===== config.mk =====
export PLATFORM = sky130hd
export DESIGN_NAME = audioFifo
export DESIGN_NICKNAME = d
export VERILOG_FILES = /design/src/common/audioPkg.sv /design/src/rtl/audioFifo.sv
export SDC_FILE = /design/constraint.sdc
export NUM_CORES = 1
export LEC_CHECK = 0
export ABC_AREA = 1
export BUFFER_PORTS_ARGS = -buffer_cell sky130_fd_sc_hd__buf_2
export CAP_MARGIN = 0
export CORE_MARGIN = 8
export CORE_UTILIZATION = 35
export CTS_CLUSTER_SIZE = 16
export DETAILED_ROUTE_END_ITERATION = 12
export GPL_ROUTABILITY_DRIVEN = 0
export PLACE_DENSITY = 0.5
export SLEW_MARGIN = 25
export SYNTH_ARGS = -nofsm -noshare
export SYNTH_HDL_FRONTEND = slang
export SYNTH_SLANG_ARGS = --single-unit

===== constraint.sdc =====
create_clock -name iClk -period 2.85 [get_ports iClk]
set_input_delay 0 -clock iClk [delete_from_list [all_inputs] [get_ports iClk]]
set_output_delay 0 -clock iClk [all_outputs]
set_load 0.01 [all_outputs]

===== src/common/audioPkg.sv =====
package audioPkg;

	// --------------------------------------------------
	// PCM frame format
	// --------------------------------------------------

	// 16-bit PCM only
	localparam int pSampleWidth = 16;

	// Left word plus right word
	localparam int pFrameBits = 32;

	typedef logic [pSampleWidth-1:0] sample_t;

	// Bit position inside one stereo frame
	typedef logic [$clog2(pFrameBits)-1:0] bitCnt_t;

	// Serializer FSM
	typedef enum logic [1:0] {idle, left, right} pcmState_t;

endpackage


===== src/rtl/audioFifo.sv =====
`timescale 1ns/1ps

module audioFifo #(
	parameter int pDmaFifoDepth = 32,
	parameter int pFifoMargin = 4
)(
	input  logic              iClk,
	input  logic              rst,
	input  logic              push,
	input  audioPkg::sample_t pushData,
	input  logic              pop,
	output audioPkg::sample_t popData,
	output logic              empty,
	output logic              fifoRoom
);

	localparam int lpPtrBits = $clog2(pDmaFifoDepth);
	localparam int lpCntBits = $clog2(pDmaFifoDepth + 1);

	audioPkg::sample_t buffer [0:pDmaFifoDepth-1];

	logic [lpPtrBits-1:0] wrPtr;
	logic [lpPtrBits-1:0] rdPtr;
	logic [lpCntBits-1:0] fillCnt;
	logic [lpCntBits-1:0] freeCnt;
	logic full;
	logic doPush;
	logic doPop;

	// --------------------------------------------------
	// Status
	// --------------------------------------------------

	assign full = (fillCnt == lpCntBits'(pDmaFifoDepth));
	assign empty = (fillCnt == '0);
	assign doPush = push & ~full;
	assign doPop = pop & ~empty;

	// Keep margin slots for reads already on the bus
	assign freeCnt = lpCntBits'(pDmaFifoDepth) - fillCnt;
	assign fifoRoom = (freeCnt > lpCntBits'(pFifoMargin));

	// Head word, valid in the pop cycle
	assign popData = buffer[rdPtr];

	// --------------------------------------------------
	// Storage and pointers
	// --------------------------------------------------

	always_ff @(posedge iClk)
	begin
		if (doPush)
			buffer[wrPtr] <= pushData;
	end

	always_ff @(posedge iClk)
	begin
		if (rst)
		begin
			wrPtr <= '0;
			rdPtr <= '0;
		end
		else
		begin
			// Wrap also for non power of two depths
			if (doPush)
				wrPtr <= (wrPtr == lpPtrBits'(pDmaFifoDepth - 1)) ? '0 : wrPtr + 1'b1;
			if (doPop)
				rdPtr <= (rdPtr == lpPtrBits'(pDmaFifoDepth - 1)) ? '0 : rdPtr + 1'b1;
		end
	end

	// Fill count
	always_ff @(posedge iClk)
	begin
		if (rst)
			fillCnt <= '0;
		else
		begin
			case ({doPush, doPop})
				2'b10: fillCnt <= fillCnt + 1'b1;
				2'b01: fillCnt <= fillCnt - 1'b1;
				default: fillCnt <= fillCnt;
			endcase
		end
	end

endmodule


==> run summary <==
=======================================================================================
Clk root buf                                                                  clkbuf_16
Number of nets in the synthesized netlist                                          1922
RSZ-0062 raised after global routing                                                 no
Total GRT Usage                                                                   16.6%
Combinational family with the most area after synthesis                    simple AND/OR/NAND/NOR gates
Critical Path End Type                                                     primary output
Total setup violations reported at the end of the flow                                0
Internal Dissipation                                                            13.9 mW
HPWL after detailed placement                                                   32.2 mm
Number of inserted filler cells in the final layout                                5952
Clock sink total                                                                    533
Min setup slack post-route                                                    0.0592 ns
Placeable core region                                                      0.0618 sq mm
Insertion delay of the later-clocked pin in the worst-skew pair                 0.61 ns
Area overhead of the layout relative to synthesis                                 13.2%
Startpoint of the most critical hold path                                   pushData[1]
Vias post-DR                                                                      14200
Maximum ir drop on the vdd rail                                                0.423 mV
Number of buffer cells added on primary ports                                        37
Worst Path Class, Setup                                                    flop to primary output
Post-DRT Antenna Nets                                                                 0
Crit-path max FO                                                                     55
Number of flip-flops and latches in the synthesized netlist                         533
Delay of the slowest critical-path stage                                        0.44 ns
Min Tclk post-route                                                             2.79 ns
Post-synthesis mux area share                                                        0%
Crit path depth                                                                       9
Worst slew slack as a fraction of its limit                                       43.5%
LEAKAGE                                                                         8.89 nW
GRT Residual Overflow                                                                 0
Sequential share of power                                                         43.4%
Worst setup path endpoint                                                    popData[6]
Power Density                                                               831 mW/mm^2
Final Net Count                                                                    1978
Final hold vios                                                                       0
CTS tree                                                                          built
Placed cell count                                                                  2715
Sum of negative setup slack                                                        0 ns
Warning count from the yosys run                                                      0
Switching portion of total power                                                  32.5%
Number of buffers and inverters on the critical path                                  3
Initial antenna violation count                                                       0
Share of async-settable or async-resettable flops after synthesis                    0%
Arrival time worst endpoint                                                     2.79 ns
Post-Route WL                                                                   59.4 mm
Worst-path clk slew                                                             0.06 ns
Depth of the CTS H-tree                                                               2
Post-detailed-placement cell area                                          0.0231 sq mm
Top-level port count                                                                 38
Share of synthesized cell area in and, or, nand and nor gates                     21.8%
Largest buffer count on any clock path                                                3
Via count of the first global-routing pass                                        13900
Cell Area, Synth                                                           0.0219 sq mm
Critical path required time                                                     2.85 ns
Final clock skew                                                              0.0228 ns
Seq/Total Area, Yosys                                                             72.0%
First-pass GRT wire length                                                      89.0 mm
Run status                                                                 finished clean
Fraction of the cycle the final worst path needs                                  97.9%
Slack of the worst reg-to-reg path                                              0.29 ns
DR DRC count                                                                          0
Synthesized-area fraction occupied by ao, oa, aoi and oai cells                   1.69%
Critical path's slowest cell                                                    a21oi_1
FF-to-FF End                                                                 fillCnt[4]
Cell area after layout                                                     0.0248 sq mm
Post-CTS setup buffer count                                                           0
Routed length per placed instance                                               21.0 um
Cell count after synthesis                                                         1892
Count of standard-cell rows                                                          91
Setup WS pre-CTS                                                               0.326 ns
Flip-flop cell with the highest count after synthesis                          edfxtp_1
Crit path max-delay family                                                 compound AO/OA/AOI/OAI gates
Post-Layout Cell Count                                                             2826
Post-synthesis adder-cell area fraction                                          0.571%
Post-route worst hold slack                                                  0.00896 ns
Count of flip-flops with a built-in enable after synthesis                          512
Die Area                                                                   0.0709 sq mm
Number of vias per cell after detailed routing                                     5.02
Clock share of power                                                              31.8%
Part of the power in combinational logic                                          24.9%
Reg2reg start                                                                fillCnt[0]
Fraction of layout instances using a drive strength above 1                       9.66%
Slew at the pin with the worst max-slew slack                                  0.847 ns
Type of the most critical hold path                                        primary input to flop
TritonCTS Buffers                                                                    56
Pin count of the biggest net entering global routing                                129
Vertical die dimension                                                           266 um
Achievable clock frequency                                                      358 MHz
Nature of the critical path startpoint                                             flop
Number of violations reported at the end of detailed-routing iteration 0           1111
Syn avg cell area                                                            11.6 sq um
Worst-case reg-to-reg path depth                                                     19
Pins over their slew limit                                                            0
Library cells used by synthesis                                                      30
XOR/XNOR Fraction of Synth Area                                                 0.0799%
Max-cap check violation count                                                         0
Effective utilization at floorplan                                                35.5%
DR pass1 iterations                                                                   5
Critical path, cell by cell                                                inv_8 -> buf_12 -> nand2_1 -> nand3_1 -> nand3_1 -> a21oi_1 -> o21ai_1 -> nand2_1 -> buf_2
Die width                                                                        266 um
Switching power                                                                 6.71 mW
=======================================================================================
[logic make-up (layout without fill, tap and decap cells)]
family,Yosys count,in the layout
compound gates,72,72
flops,533,533
fa+ha+maj,10,10
other cells,0,1
buf+inv,141,237
xor+xnor,2,2
simple gates,1134,1134
[power by group through the flow]
stage	sequential [mW]	combinational, mW	clock, mW
floorplan	9.04	3.47	0
global placement	9.10	5.11	0
detailed placement	9.11	5.15	0
CTS	8.94	5.17	6.73
global route	8.96	5.72	7.01
finish	8.94	5.13	6.55
[how the worst min path moves through the flow]
| stage | end | slack (ns) | cells past startpoint |
|---|---|---|---|
| after detailed placement | fillCnt[4] | 0.31 | 4 |
| after global placement | fillCnt[3] | 0.31 | 4 |
| after floorplan | buffer[0][0] | 0.1 | 0 |
| final | buffer[29][1] | 0.009 | 1 |
| after CTS | buffer[2][15] | 0.0005 | 1 |
| after global routing | buffer[24][1] | 0.02 | 1 |
[repair_timing]
item / in CTS / in global routing
endpoints found under the setup margin: 0 / 3
resized for setup: 0 / 3
hold buffers: 12 / 0
endpoints found under the hold margin: 214 / 0
[cell usage after synthesis (2+ instances only)]
| master | instances | area share (%) |
|---|---|---|
| buf_8 | 2 | 0.14 |
| nand4_1 | 2 | 0.057 |
| nor2_1 | 50 | 0.86 |
| o21ai_0 | 11 | 0.25 |
| nor3_1 | 2 | 0.046 |
| inv_2 | 3 | 0.051 |
| buf_4 | 32 | 1.1 |
| a21oi_1 | 42 | 0.96 |
| clkbuf_1 | 18 | 0.31 |
| inv_1 | 29 | 0.50 |
| buf_6 | 15 | 0.77 |
| nand2_1 | 672 | 12 |
| nand3_1 | 403 | 9.2 |
| o21ai_1 | 16 | 0.37 |
| edfxtp_1 | 512 | 70 |
| ha_1 | 10 | 0.57 |
| buf_1 | 9 | 0.15 |
| buf_2 | 32 | 0.73 |
| dfxtp_1 | 21 | 1.9 |
[routing by layer]
layer	track usage, %	share of wire [%]
met1	23.0	45
met2	27.2	47
met3	2.45	5.5
met4	4.29	1.9
met5	0	0
[flip-flops by register name, indices dropped and copies added (netlist names), named ones only]
register	flops
buffer	512
fillCnt	6
rdPtr	5
wrPtr	5
[area by class of cell]
class                      instances  area (sq um)  area share, %
tap                              837          1050           4.22
timing repair buffer             106           883           3.56
clock buffer                      71          1480           5.96
clock inverter                    27           130          0.524
inverter                          33           134          0.539
antenna                            1          2.50         0.0101
multi-input combinational       1218          5350           21.5
sequential                       533         15800           63.7
[through the flow]
| step | total power, mW | util [%] |
|---|---|---|
| final | 20.6 | 40.2 |
| after global routing | 21.7 | 40.2 |
| after CTS | 20.8 | 40.1 |
| after detailed placement | 14.3 | 37.3 |
| after global placement | 14.2 | 37.3 |
| after floorplan | 12.5 | - |
[worst reg2reg max path, stage by stage (launching register included)]
cell	delay, ns
dfxtp_1	0.35
nor2_1	0.12
nand2_1	0.07
nor2_2	0.11
nand3_1	0.10
nand2_1	0.17
inv_2	0.11
ha_1	0.32
inv_1	0.18
nand2_1	0.07
nand2_1	0.08
inv_1	0.05
ha_1	0.17
o21bai_1	0.18
nand4_1	0.10
nand2_1	0.06
nand2_1	0.06
nand3_1	0.06
nand2_1	0.06
inv_1	0.03
[placed cells by master, fill, tap and decap left out, types with 3 or more instances in the layout]
cell,instances
inv_1,28
buf_4,45
nand3_1,403
o21ai_1,16
buf_12,12
a21oi_2,3
nor2_1,36
clkbuf_16,57
clkbuf_1,14
nand2_1,672
clkinv_1,16
dlygate4sd3_1,12
ha_1,10
edfxtp_1,512
o21ai_0,11
inv_2,3
dfxtp_1,18
buf_2,37
a21oi_1,39
clkinv_2,7
nor2_2,15
Power figures use the tool's default switching activity.
