[src/common/audioPkg.sv]
package audioPkg;

	// --------------------------------------------------
	// PCM frame format
	// --------------------------------------------------

	// 16-bit PCM only
	localparam int pSampleWidth = 16;

	// Left word plus right word
	localparam int pFrameBits = 32;

	typedef logic [pSampleWidth-1:0] sample_t;

	// Bit position inside one stereo frame
	typedef logic [$clog2(pFrameBits)-1:0] bitCnt_t;

	// Serializer FSM
	typedef enum logic [1:0] {idle, left, right} pcmState_t;

endpackage

[src/rtl/pcmOut/pcmSerializer.sv]
`timescale 1ns/1ps

module pcmSerializer #(
	parameter int pBclkDiv = 2
)(
	input  logic              iClk,
	input  logic              rst,
	input  audioPkg::sample_t popData,
	input  logic              empty,
	output logic              pop,
	output logic              bclk,
	output logic              lrclk,
	output logic              sdata,
	output logic              underrun
);

	localparam int lpDivBits = $clog2(pBclkDiv + 1);
	localparam int lpMsb = audioPkg::pSampleWidth - 1;

	audioPkg::pcmState_t state;
	audioPkg::bitCnt_t bitCnt;
	audioPkg::bitCnt_t nextCnt;
	logic [lpDivBits-1:0] divCnt;
	logic divTc;
	logic fallTick;
	logic wordStart;
	// Popped word, zero on an empty FIFO
	audioPkg::sample_t popWord;
	// Next word waiting for its start
	audioPkg::sample_t holdWord;
	audioPkg::sample_t shiftReg;

	assign divTc = (divCnt == lpDivBits'(pBclkDiv - 1));
	// bclk about to fall, the only point sdata moves
	assign fallTick = divTc & bclk;
	assign nextCnt = bitCnt + 1'b1;
	// Low four bits wrap at each word boundary
	assign wordStart = (nextCnt[3:0] == 4'd0);
	assign popWord = empty ? '0 : popData;

	// --------------------------------------------------
	// Bit clock
	// --------------------------------------------------

	// Held low until the first sample is loaded
	always_ff @(posedge iClk)
	begin
		if (rst || state == audioPkg::idle)
		begin
			divCnt <= '0;
			bclk <= 1'b0;
		end
		else if (divTc)
		begin
			divCnt <= '0;
			bclk <= ~bclk;
		end
		else
			divCnt <= divCnt + 1'b1;
	end

	// --------------------------------------------------
	// Frame FSM
	// --------------------------------------------------

	always_ff @(posedge iClk)
	begin
		if (rst)
		begin
			state <= audioPkg::idle;
			bitCnt <= '0;
			pop <= 1'b0;
			lrclk <= 1'b0;
			sdata <= 1'b0;
		end
		else
		begin
			pop <= 1'b0;
			case (state)
				audioPkg::idle:
				begin
					// First word straight from the FIFO head
					if (pop)
					begin
						state <= audioPkg::left;
						bitCnt <= '0;
						lrclk <= 1'b0;
						sdata <= popWord[lpMsb];
					end
					else if (!empty)
						pop <= 1'b1;
				end
				default:
				begin
					if (fallTick)
					begin
						bitCnt <= nextCnt;
						if (wordStart)
						begin
							// Upper half of the frame is the right word
							lrclk <= nextCnt[4];
							state <= nextCnt[4] ? audioPkg::right : audioPkg::left;
							sdata <= holdWord[lpMsb];
						end
						else
							sdata <= shiftReg[lpMsb-1];
						// Fetch one bit ahead of the next word
						if (nextCnt[3:0] == 4'd15)
							pop <= 1'b1;
					end
				end
			endcase
		end
	end

	// --------------------------------------------------
	// Shift path
	// --------------------------------------------------

	always_ff @(posedge iClk)
	begin
		if (pop)
			holdWord <= popWord;
		if (state == audioPkg::idle && pop)
			shiftReg <= popWord;
		else if (state != audioPkg::idle && fallTick)
			shiftReg <= wordStart ? holdWord : {shiftReg[lpMsb-1:0], 1'b0};
	end

	// Sticky until reset
	always_ff @(posedge iClk)
	begin
		if (rst)
			underrun <= 1'b0;
		else if (pop && empty)
			underrun <= 1'b1;
	end

endmodule

[config.mk]
export PLATFORM = sky130hd
export DESIGN_NAME = pcmSerializer
export DESIGN_NICKNAME = d
export VERILOG_FILES = /design/src/common/audioPkg.sv /design/src/rtl/pcmOut/pcmSerializer.sv
export SDC_FILE = /design/constraint.sdc
export NUM_CORES = 1
export LEC_CHECK = 0
export ABC_AREA = 1
export CAP_MARGIN = 40
export CORE_ASPECT_RATIO = 1.2
export CORE_MARGIN = 2
export CORE_UTILIZATION = 65
export CTS_CLUSTER_DIAMETER = 200
export DETAILED_ROUTE_END_ITERATION = 6
export DONT_BUFFER_PORTS = 1
export GPL_TIMING_DRIVEN = 0
export PLACE_DENSITY = 0.81
export SYNTH_ARGS = -nofsm -noshare
export SYNTH_HDL_FRONTEND = slang
export SYNTH_SLANG_ARGS = --single-unit
export TNS_END_PERCENT = 5
[constraint.sdc]
create_clock -name iClk -period 4.4 [get_ports iClk]
set_input_delay 0.44 -clock iClk [delete_from_list [all_inputs] [get_ports iClk]]
set_output_delay 0.44 -clock iClk [all_outputs]
set_load 0.01 [all_outputs]
==> impl_results.md, run 1 <==
- Compound-Gate Fraction of Synth Area: 0.0860
- Wirelength per Cell: 15.4 um
- Post-Route WL: 3970 um
- RSZ-0062 raised after global routing: false
- Die W: 55.3 um
- Post-cts sizing count: 0
- Power, Total: 0.776 mW
- Area share of fa/ha/maj cells after synthesis: 0.0183
- Netlist Area Pre-Place: 2050 um^2
- Slew Limit Fails: 0
- Largest family of logic cells by synthesized area: simple AND/OR/NAND/NOR gates
- CP Max Fanout: 19
- Fmax: 484 MHz
- Top post-synthesis cells by area: edfxtp_1 45%, dfxtp_1 13%, nor2_1 6.8%
- CTS Hold Bufs: 0
- GR Overflow Total: 0
- Clock Latency Late Sink: 340 ps
- Data required time of the worst path: 4680 ps
- Post-Synth XOR/XNOR Area: 0
- Post-synth net total: 235
- N_diodes: 0
- GPL Wtd Cong: 0.753
- Area after DPL: 2110 um^2
- Starting Density: 0.678
- Fin area: 2170 um^2
- Worst R2R Start: pop
- First-pass GRT wire length: 6900 um
- CTS Buf Count: 5
- DP HPWL: 2870 um
- Row Count: 22
- CTS tree: done
- Multiplexer area fraction after synthesis: 0
- Min-delay worst type: in2reg
- Post-Route Skew: 3.86 ps
- I/O pin total: 24
- Status: complete, no violations
- Leak: 0.893 nW
- Hold Crit Start: rst
- Reg2Reg Capture Point: sdata
- Share of the synthesized area in the top cell type: 0.454
- Fin crit period: 2060 ps
- Final-report setup violation count: 0
- FF+latch count, synth: 44
- Via/cell ratio: 5.88
- R2R setup slack: 2340 ps
- Share of cells above drive strength 1: 0.126
- Yosys cell types: 24
- Tightest Pin Transition: 719 ps
- CTS max path bufs: 2
- Post-synth EDFFs: 31
- Critical Path AT: 2340 ps
- Post-route ant nets: 0
- Area occupied by multi-input gates: 684 um^2
- Die height: 65.6 um
- Slew Limit Headroom: 0.520
- Simple-gate area share of the yosys netlist: 0.229
- Top post-synthesis cells by count: 37 x nor2_1, 31 x edfxtp_1, 27 x nand2_1
- Max_cap viols: 0
- # fillers: 236
- Synth Area per Inst: 9.63 um^2
- Final Net Count: 243
- R2r worst-path depth: 7
- Hold Vio Cnt, Final: 0
- CTS H-tree depth: 2
- CP Class: reg2reg
- CTS Root Cell: clkbuf_4
- Register area: 1190 um^2
- CTS sink cnt: 44
- Async S/R FF share, synth: 0
- Crit path capture type: flip-flop
- Ys Warns: 0
- Largest net degree at the start of global routing: 20
- Worst Hold Depth: 1
- Area of the core: 3030 um^2
- Number of global-route vias before repair: 1,610
- Pwr/cell area: 357 nW/um^2
- Clock-pin slew of the registers on the worst-case setup and hold paths: 110 ps
- GRT Total Usage: 0.248
- DRC Markers: 0
- Count leader, synth: nor2_1
- Ys flop type: edfxtp_1
- Gate Count Post-Synth: 213
- Die area: 3620 um^2
- Initial antenna violation count: 0
- Startpoint types: flip-flop
- Fin crit share: 0.469
- Layout area overhead: 5.79%
- Area leader, netlist: edfxtp_1
- Setup bufs post-CTS: 0
- Min-Delay Endpoint: state[0]
- Initial DRC Count: 113
- Initial DRT Pass Iterations: 4
- Vias after detailed routing: 1,517
- Post-Route Setup TNS: 0 ps
- Seq/Total Area, Yosys: 0.580
- Worst VDD drop: 261 uV
- Port bufs: 0
sequential cells by signal, summed over array words and instances, names as in the netlist:
register / cells
underrun: 1
state: 1
bitCnt: 5
lrclk: 1
holdWord: 16
divCnt: 2
shiftReg: 15
bclk: 1
sdata: 1
pop: 1
critical path, cell delays in order, from the launching register on:
cell     delay, ps
dfxtp_1        630
buf_8          220
inv_1          110
nor2_8         140
nor2_4          50
inv_1          530
o21ai_0        160
a21oi_1        150
worst max path at each step:
stage | to | start
after CTS | sdata | pop
final | sdata | pop
after global placement | shiftReg[6] | pop
after detailed placement | shiftReg[7] | pop
after global routing | bitCnt[4] | pop
after floorplan | shiftReg[0] | pop
kinds of logic after synthesis:
logic type | Yosys count
AOI/OAI and AO/OA | 30
adders and majority gates | 3
buffers and inverters | 37
DFF | 44
and+or+nand+nor | 99
metrics by stage:
step | hold WS, ps | worst slack (ps) | std cells | util
6_report | 138 | 2340 | 258 | 0.717
5_1_grt | 120 | 2090 | 258 | 0.717
4_1_cts | 126 | 2320 | 258 | 0.717
3_5_place_dp | 417 | 2350 | 250 | 0.698
3_3_place_gp | 409 | 2080 | 249 | 0.693
2_1_floorplan | 402 | 2480 | 213 | -
area by class of cell:
class / instances / share of cell area
flip-flops and latches: 44 / 0.549
multi-input cells: 132 / 0.315
inverters: 29 / 0.0501
plain buffers: 8 / 0.0311
clock buffers: 8 / 0.0271
well taps: 36 / 0.0207
repair buffers: 1 / 0.00692
where the power goes:
group          internal, mW  switching, mW
Combinational        0.0306         0.0583
Clock                0.0790          0.117
Sequential            0.477         0.0144
Total                 0.586          0.190
layout by cell type, fill, tap and decap left out, types with 3 or more instances in the layout:
cell,n
a21oi_1,8
a31oi_1,14
buf_2,4
buf_6,3
clkbuf_4,5
dfxtp_1,13
edfxtp_1,31
ha_1,3
inv_1,26
inv_2,3
nand2_1,27
nand3_1,22
nor2_1,37
nor2_4,3
nor3_1,3
o21ai_0,5
metal layers:
layer,up-vias,wire length [um],GRT usage
met4,0,80,0.107
met5,-,0,0
met3,8,223,0.0531
met1,725,1540,0.274
li1,729,-,-
met2,55,2120,0.457
Power figures use the tool's default switching activity.
==> run 2, diff against run 1 <==
Settings changed: ABC_AREA 1 to 0, CORE_UTILIZATION 65 to 62, PLACE_DENSITY 0.81 to 0.78.
Clock period 4.4 ns to 2.1 ns, I/O delays scaled along.
==> impl_results.md, run 2 <==
- Status: complete, no violations
- Setup bufs post-CTS: 0
- Starting Density: 0.651
- Ys flop type: edfxtp_1
- GRT met1 Usage: 0.244
- Worst VDD drop: 582 uV
- Top post-synthesis cells by count: 31 x edfxtp_1, 20 x nand2_1, 17 x mux2i_1
- Area leader, netlist: edfxtp_1
- Hold Vio Cnt, Final: 0
- Non-Filler Instances: 217
- Die W: 55.9 um
- CTS H-tree depth: 2
- Critical Path AT: 2180 ps
- CTS max path bufs: 2
- Area after DPL: 2070 um^2
- Seq/Total Area, Yosys: 0.594
- Final-report setup violation count: 0
- Top post-synthesis cells by area: edfxtp_1 46%, dfxtp_1 13%, mux2i_1 8.5%
- Row Count: 22
- Largest net degree at the start of global routing: 19
- CP top delay family: simple AND/OR/NAND/NOR gates
- Tightest Pin Transition: 508 ps
- Placed Instances: 208
- Post-route ant nets: 0
- Number of global-route vias before repair: 1,286
- Initial antenna violation count: 0
- Fin crit share: 0.936
- Post-Route Skew: 6.18 ps
- Min-delay worst type: in2reg
- Worst path slowest cell: dfxtp_1
- Post-synth net total: 193
- Max_cap viols: 0
- Crit path depth: 6
- Vias after detailed routing: 1,268
- Layout Utilization: 0.693
- Initial DRT Pass Iterations: 4
- Area of the core: 3080 um^2
- Async S/R FF share, synth: 0
- Initial DRC Count: 73
- Fin crit period: 1960 ps
- Port bufs: 0
- Via/cell ratio: 5.84
- Largest stage delay on the critical path: 480 ps
- GR Overflow Total: 0
- CP Class: reg2reg
- Data required time of the worst path: 2320 ps
- Post-synth EDFFs: 31
- CTS Root Cell: clkbuf_4
- First-pass GRT wire length: 5980 um
- Startpoint types: flip-flop
- Yosys cell types: 38
- DP HPWL: 2520 um
- Synth Area per Inst: 11.7 um^2
- Worst Hold Depth: 3
- Fmax: 509 MHz
- Die area: 3710 um^2
- Share of cells above drive strength 1: 0.0939
- CTS sink cnt: 44
- Biggest register: holdWord
- Clock-pin slew of the registers on the worst-case setup and hold paths: 110 ps
- DRC Markers: 0
- Ys Warns: 0
- Clock Latency Late Sink: 340 ps
- CP Max Fanout: 18
- Largest register FFs: 16
- FF+latch count, synth: 44
- Cell chain of the critical path: buf_8, or3b_1, and2_1, clkinv_2, mux2i_1, nor2_1
- Busiest layer in global routing: met2
- R2r worst-path depth: 6
- Count leader, synth: edfxtp_1
- GRT Total Usage: 0.213
- N_diodes: 0
- Die height: 66.3 um
- Final Net Count: 202
- Leak: 0.693 nW
- Wirelength per Cell: 16.2 um
- Post-Route WL: 3520 um
- CP bufs+invs: 2
- Slew Limit Headroom: 0.661
- Power, Total: 1.52 mW
- Fin area: 2140 um^2
- Commonest non-fill, non-tap cells in the layout: 31 x edfxtp_1, 20 x nand2_1, 17 x mux2i_1
- Gate Count Post-Synth: 171
- Met2 usage: 0.393
- Layout area overhead: 6.48%
- Commonest non-fill, non-tap cell in the layout: edfxtp_1
- Pwr/cell area: 710 nW/um^2
- Met3 Use GR: 0.0607
- Share of the synthesized area in the top cell type: 0.464
- Hold_ws: 54.3 ps
- Crit path capture type: flip-flop
- CTS Buf Count: 5
- Biggest regs: holdWord x16, shiftReg x15, bitCnt x5
- Slew Limit Fails: 0
- Netlist Area Pre-Place: 2010 um^2
- RSZ-0062 raised after global routing: false
- I/O pin total: 24
- CTS tree: done
- GPL Wtd Cong: 0.751
-- run 2: cell type report --
type | instances | area (um^2)
Multi-Input combinational cell | 116 | 757
Tap cell | 36 | 45.0
Clock buffer | 8 | 58.8
Inverter | 5 | 20.0
Fill cell | 243 | 946
Sequential cell | 44 | 1190
Timing Repair Buffer | 2 | 25.0
Buffer | 6 | 40.0
-- run 2: kinds of logic after synthesis --
kind of cell,count (synthesis),synth area share
AO/OA/AOI/OAI,32,0.104
XOR/XNOR,3,0.0131
adder cells (fa/ha/maj),3,0.0187
buffers and inverters,11,0.0293
flip-flops,44,0.594
multiplexers,17,0.0848
AND/OR/NAND/NOR,61,0.156
-- run 2: timing repair --
item                                    4_1_cts  5_1_grt
endpoints found under the hold margin         2        0
endpoints found under the setup margin        0        1
hold buffers                                  1        0
gates resized for setup                       0        1
-- run 2: final timing paths --
path | from | endpoint | slack, ps
worst max-delay path | pop | bitCnt[4] | 140
worst min-delay path | rst | pop | 50
worst max register to register | pop | bitCnt[4] | 140
worst min register to register | divCnt[0] | divCnt[0] | 440
-- run 2: per-layer routing --
layer	up-vias	part of all wire
li1	631	-
met1	604	0.42
met5	-	0
met3	5	0.043
met2	28	0.53
met4	0	0.0097
-- run 2: power by group --
| part | leakage (nW) | internal [mW] | switching, mW | total [mW] |
|---|---|---|---|---|
| registers | 0.396 | 0.976 | 0.0168 | 0.993 |
| logic | 0.264 | 0.0413 | 0.0751 | 0.116 |
| clock network | 0.0326 | 0.166 | 0.243 | 0.408 |
-- run 2: metrics by stage --
stage          setup WS, ps  TNS (ps)
2_1_floorplan           141         0
3_3_place_gp           -247     -2960
3_5_place_dp           63.4         0
4_1_cts                44.6         0
5_1_grt                2.77         0
6_report                135         0
-- run 2: tightest hold or removal path, delay by kind of cell --
kind | cells | cell delay (ps)
AO/OA/AOI/OAI | 1 | 70
AND/OR/NAND/NOR | 2 | 70
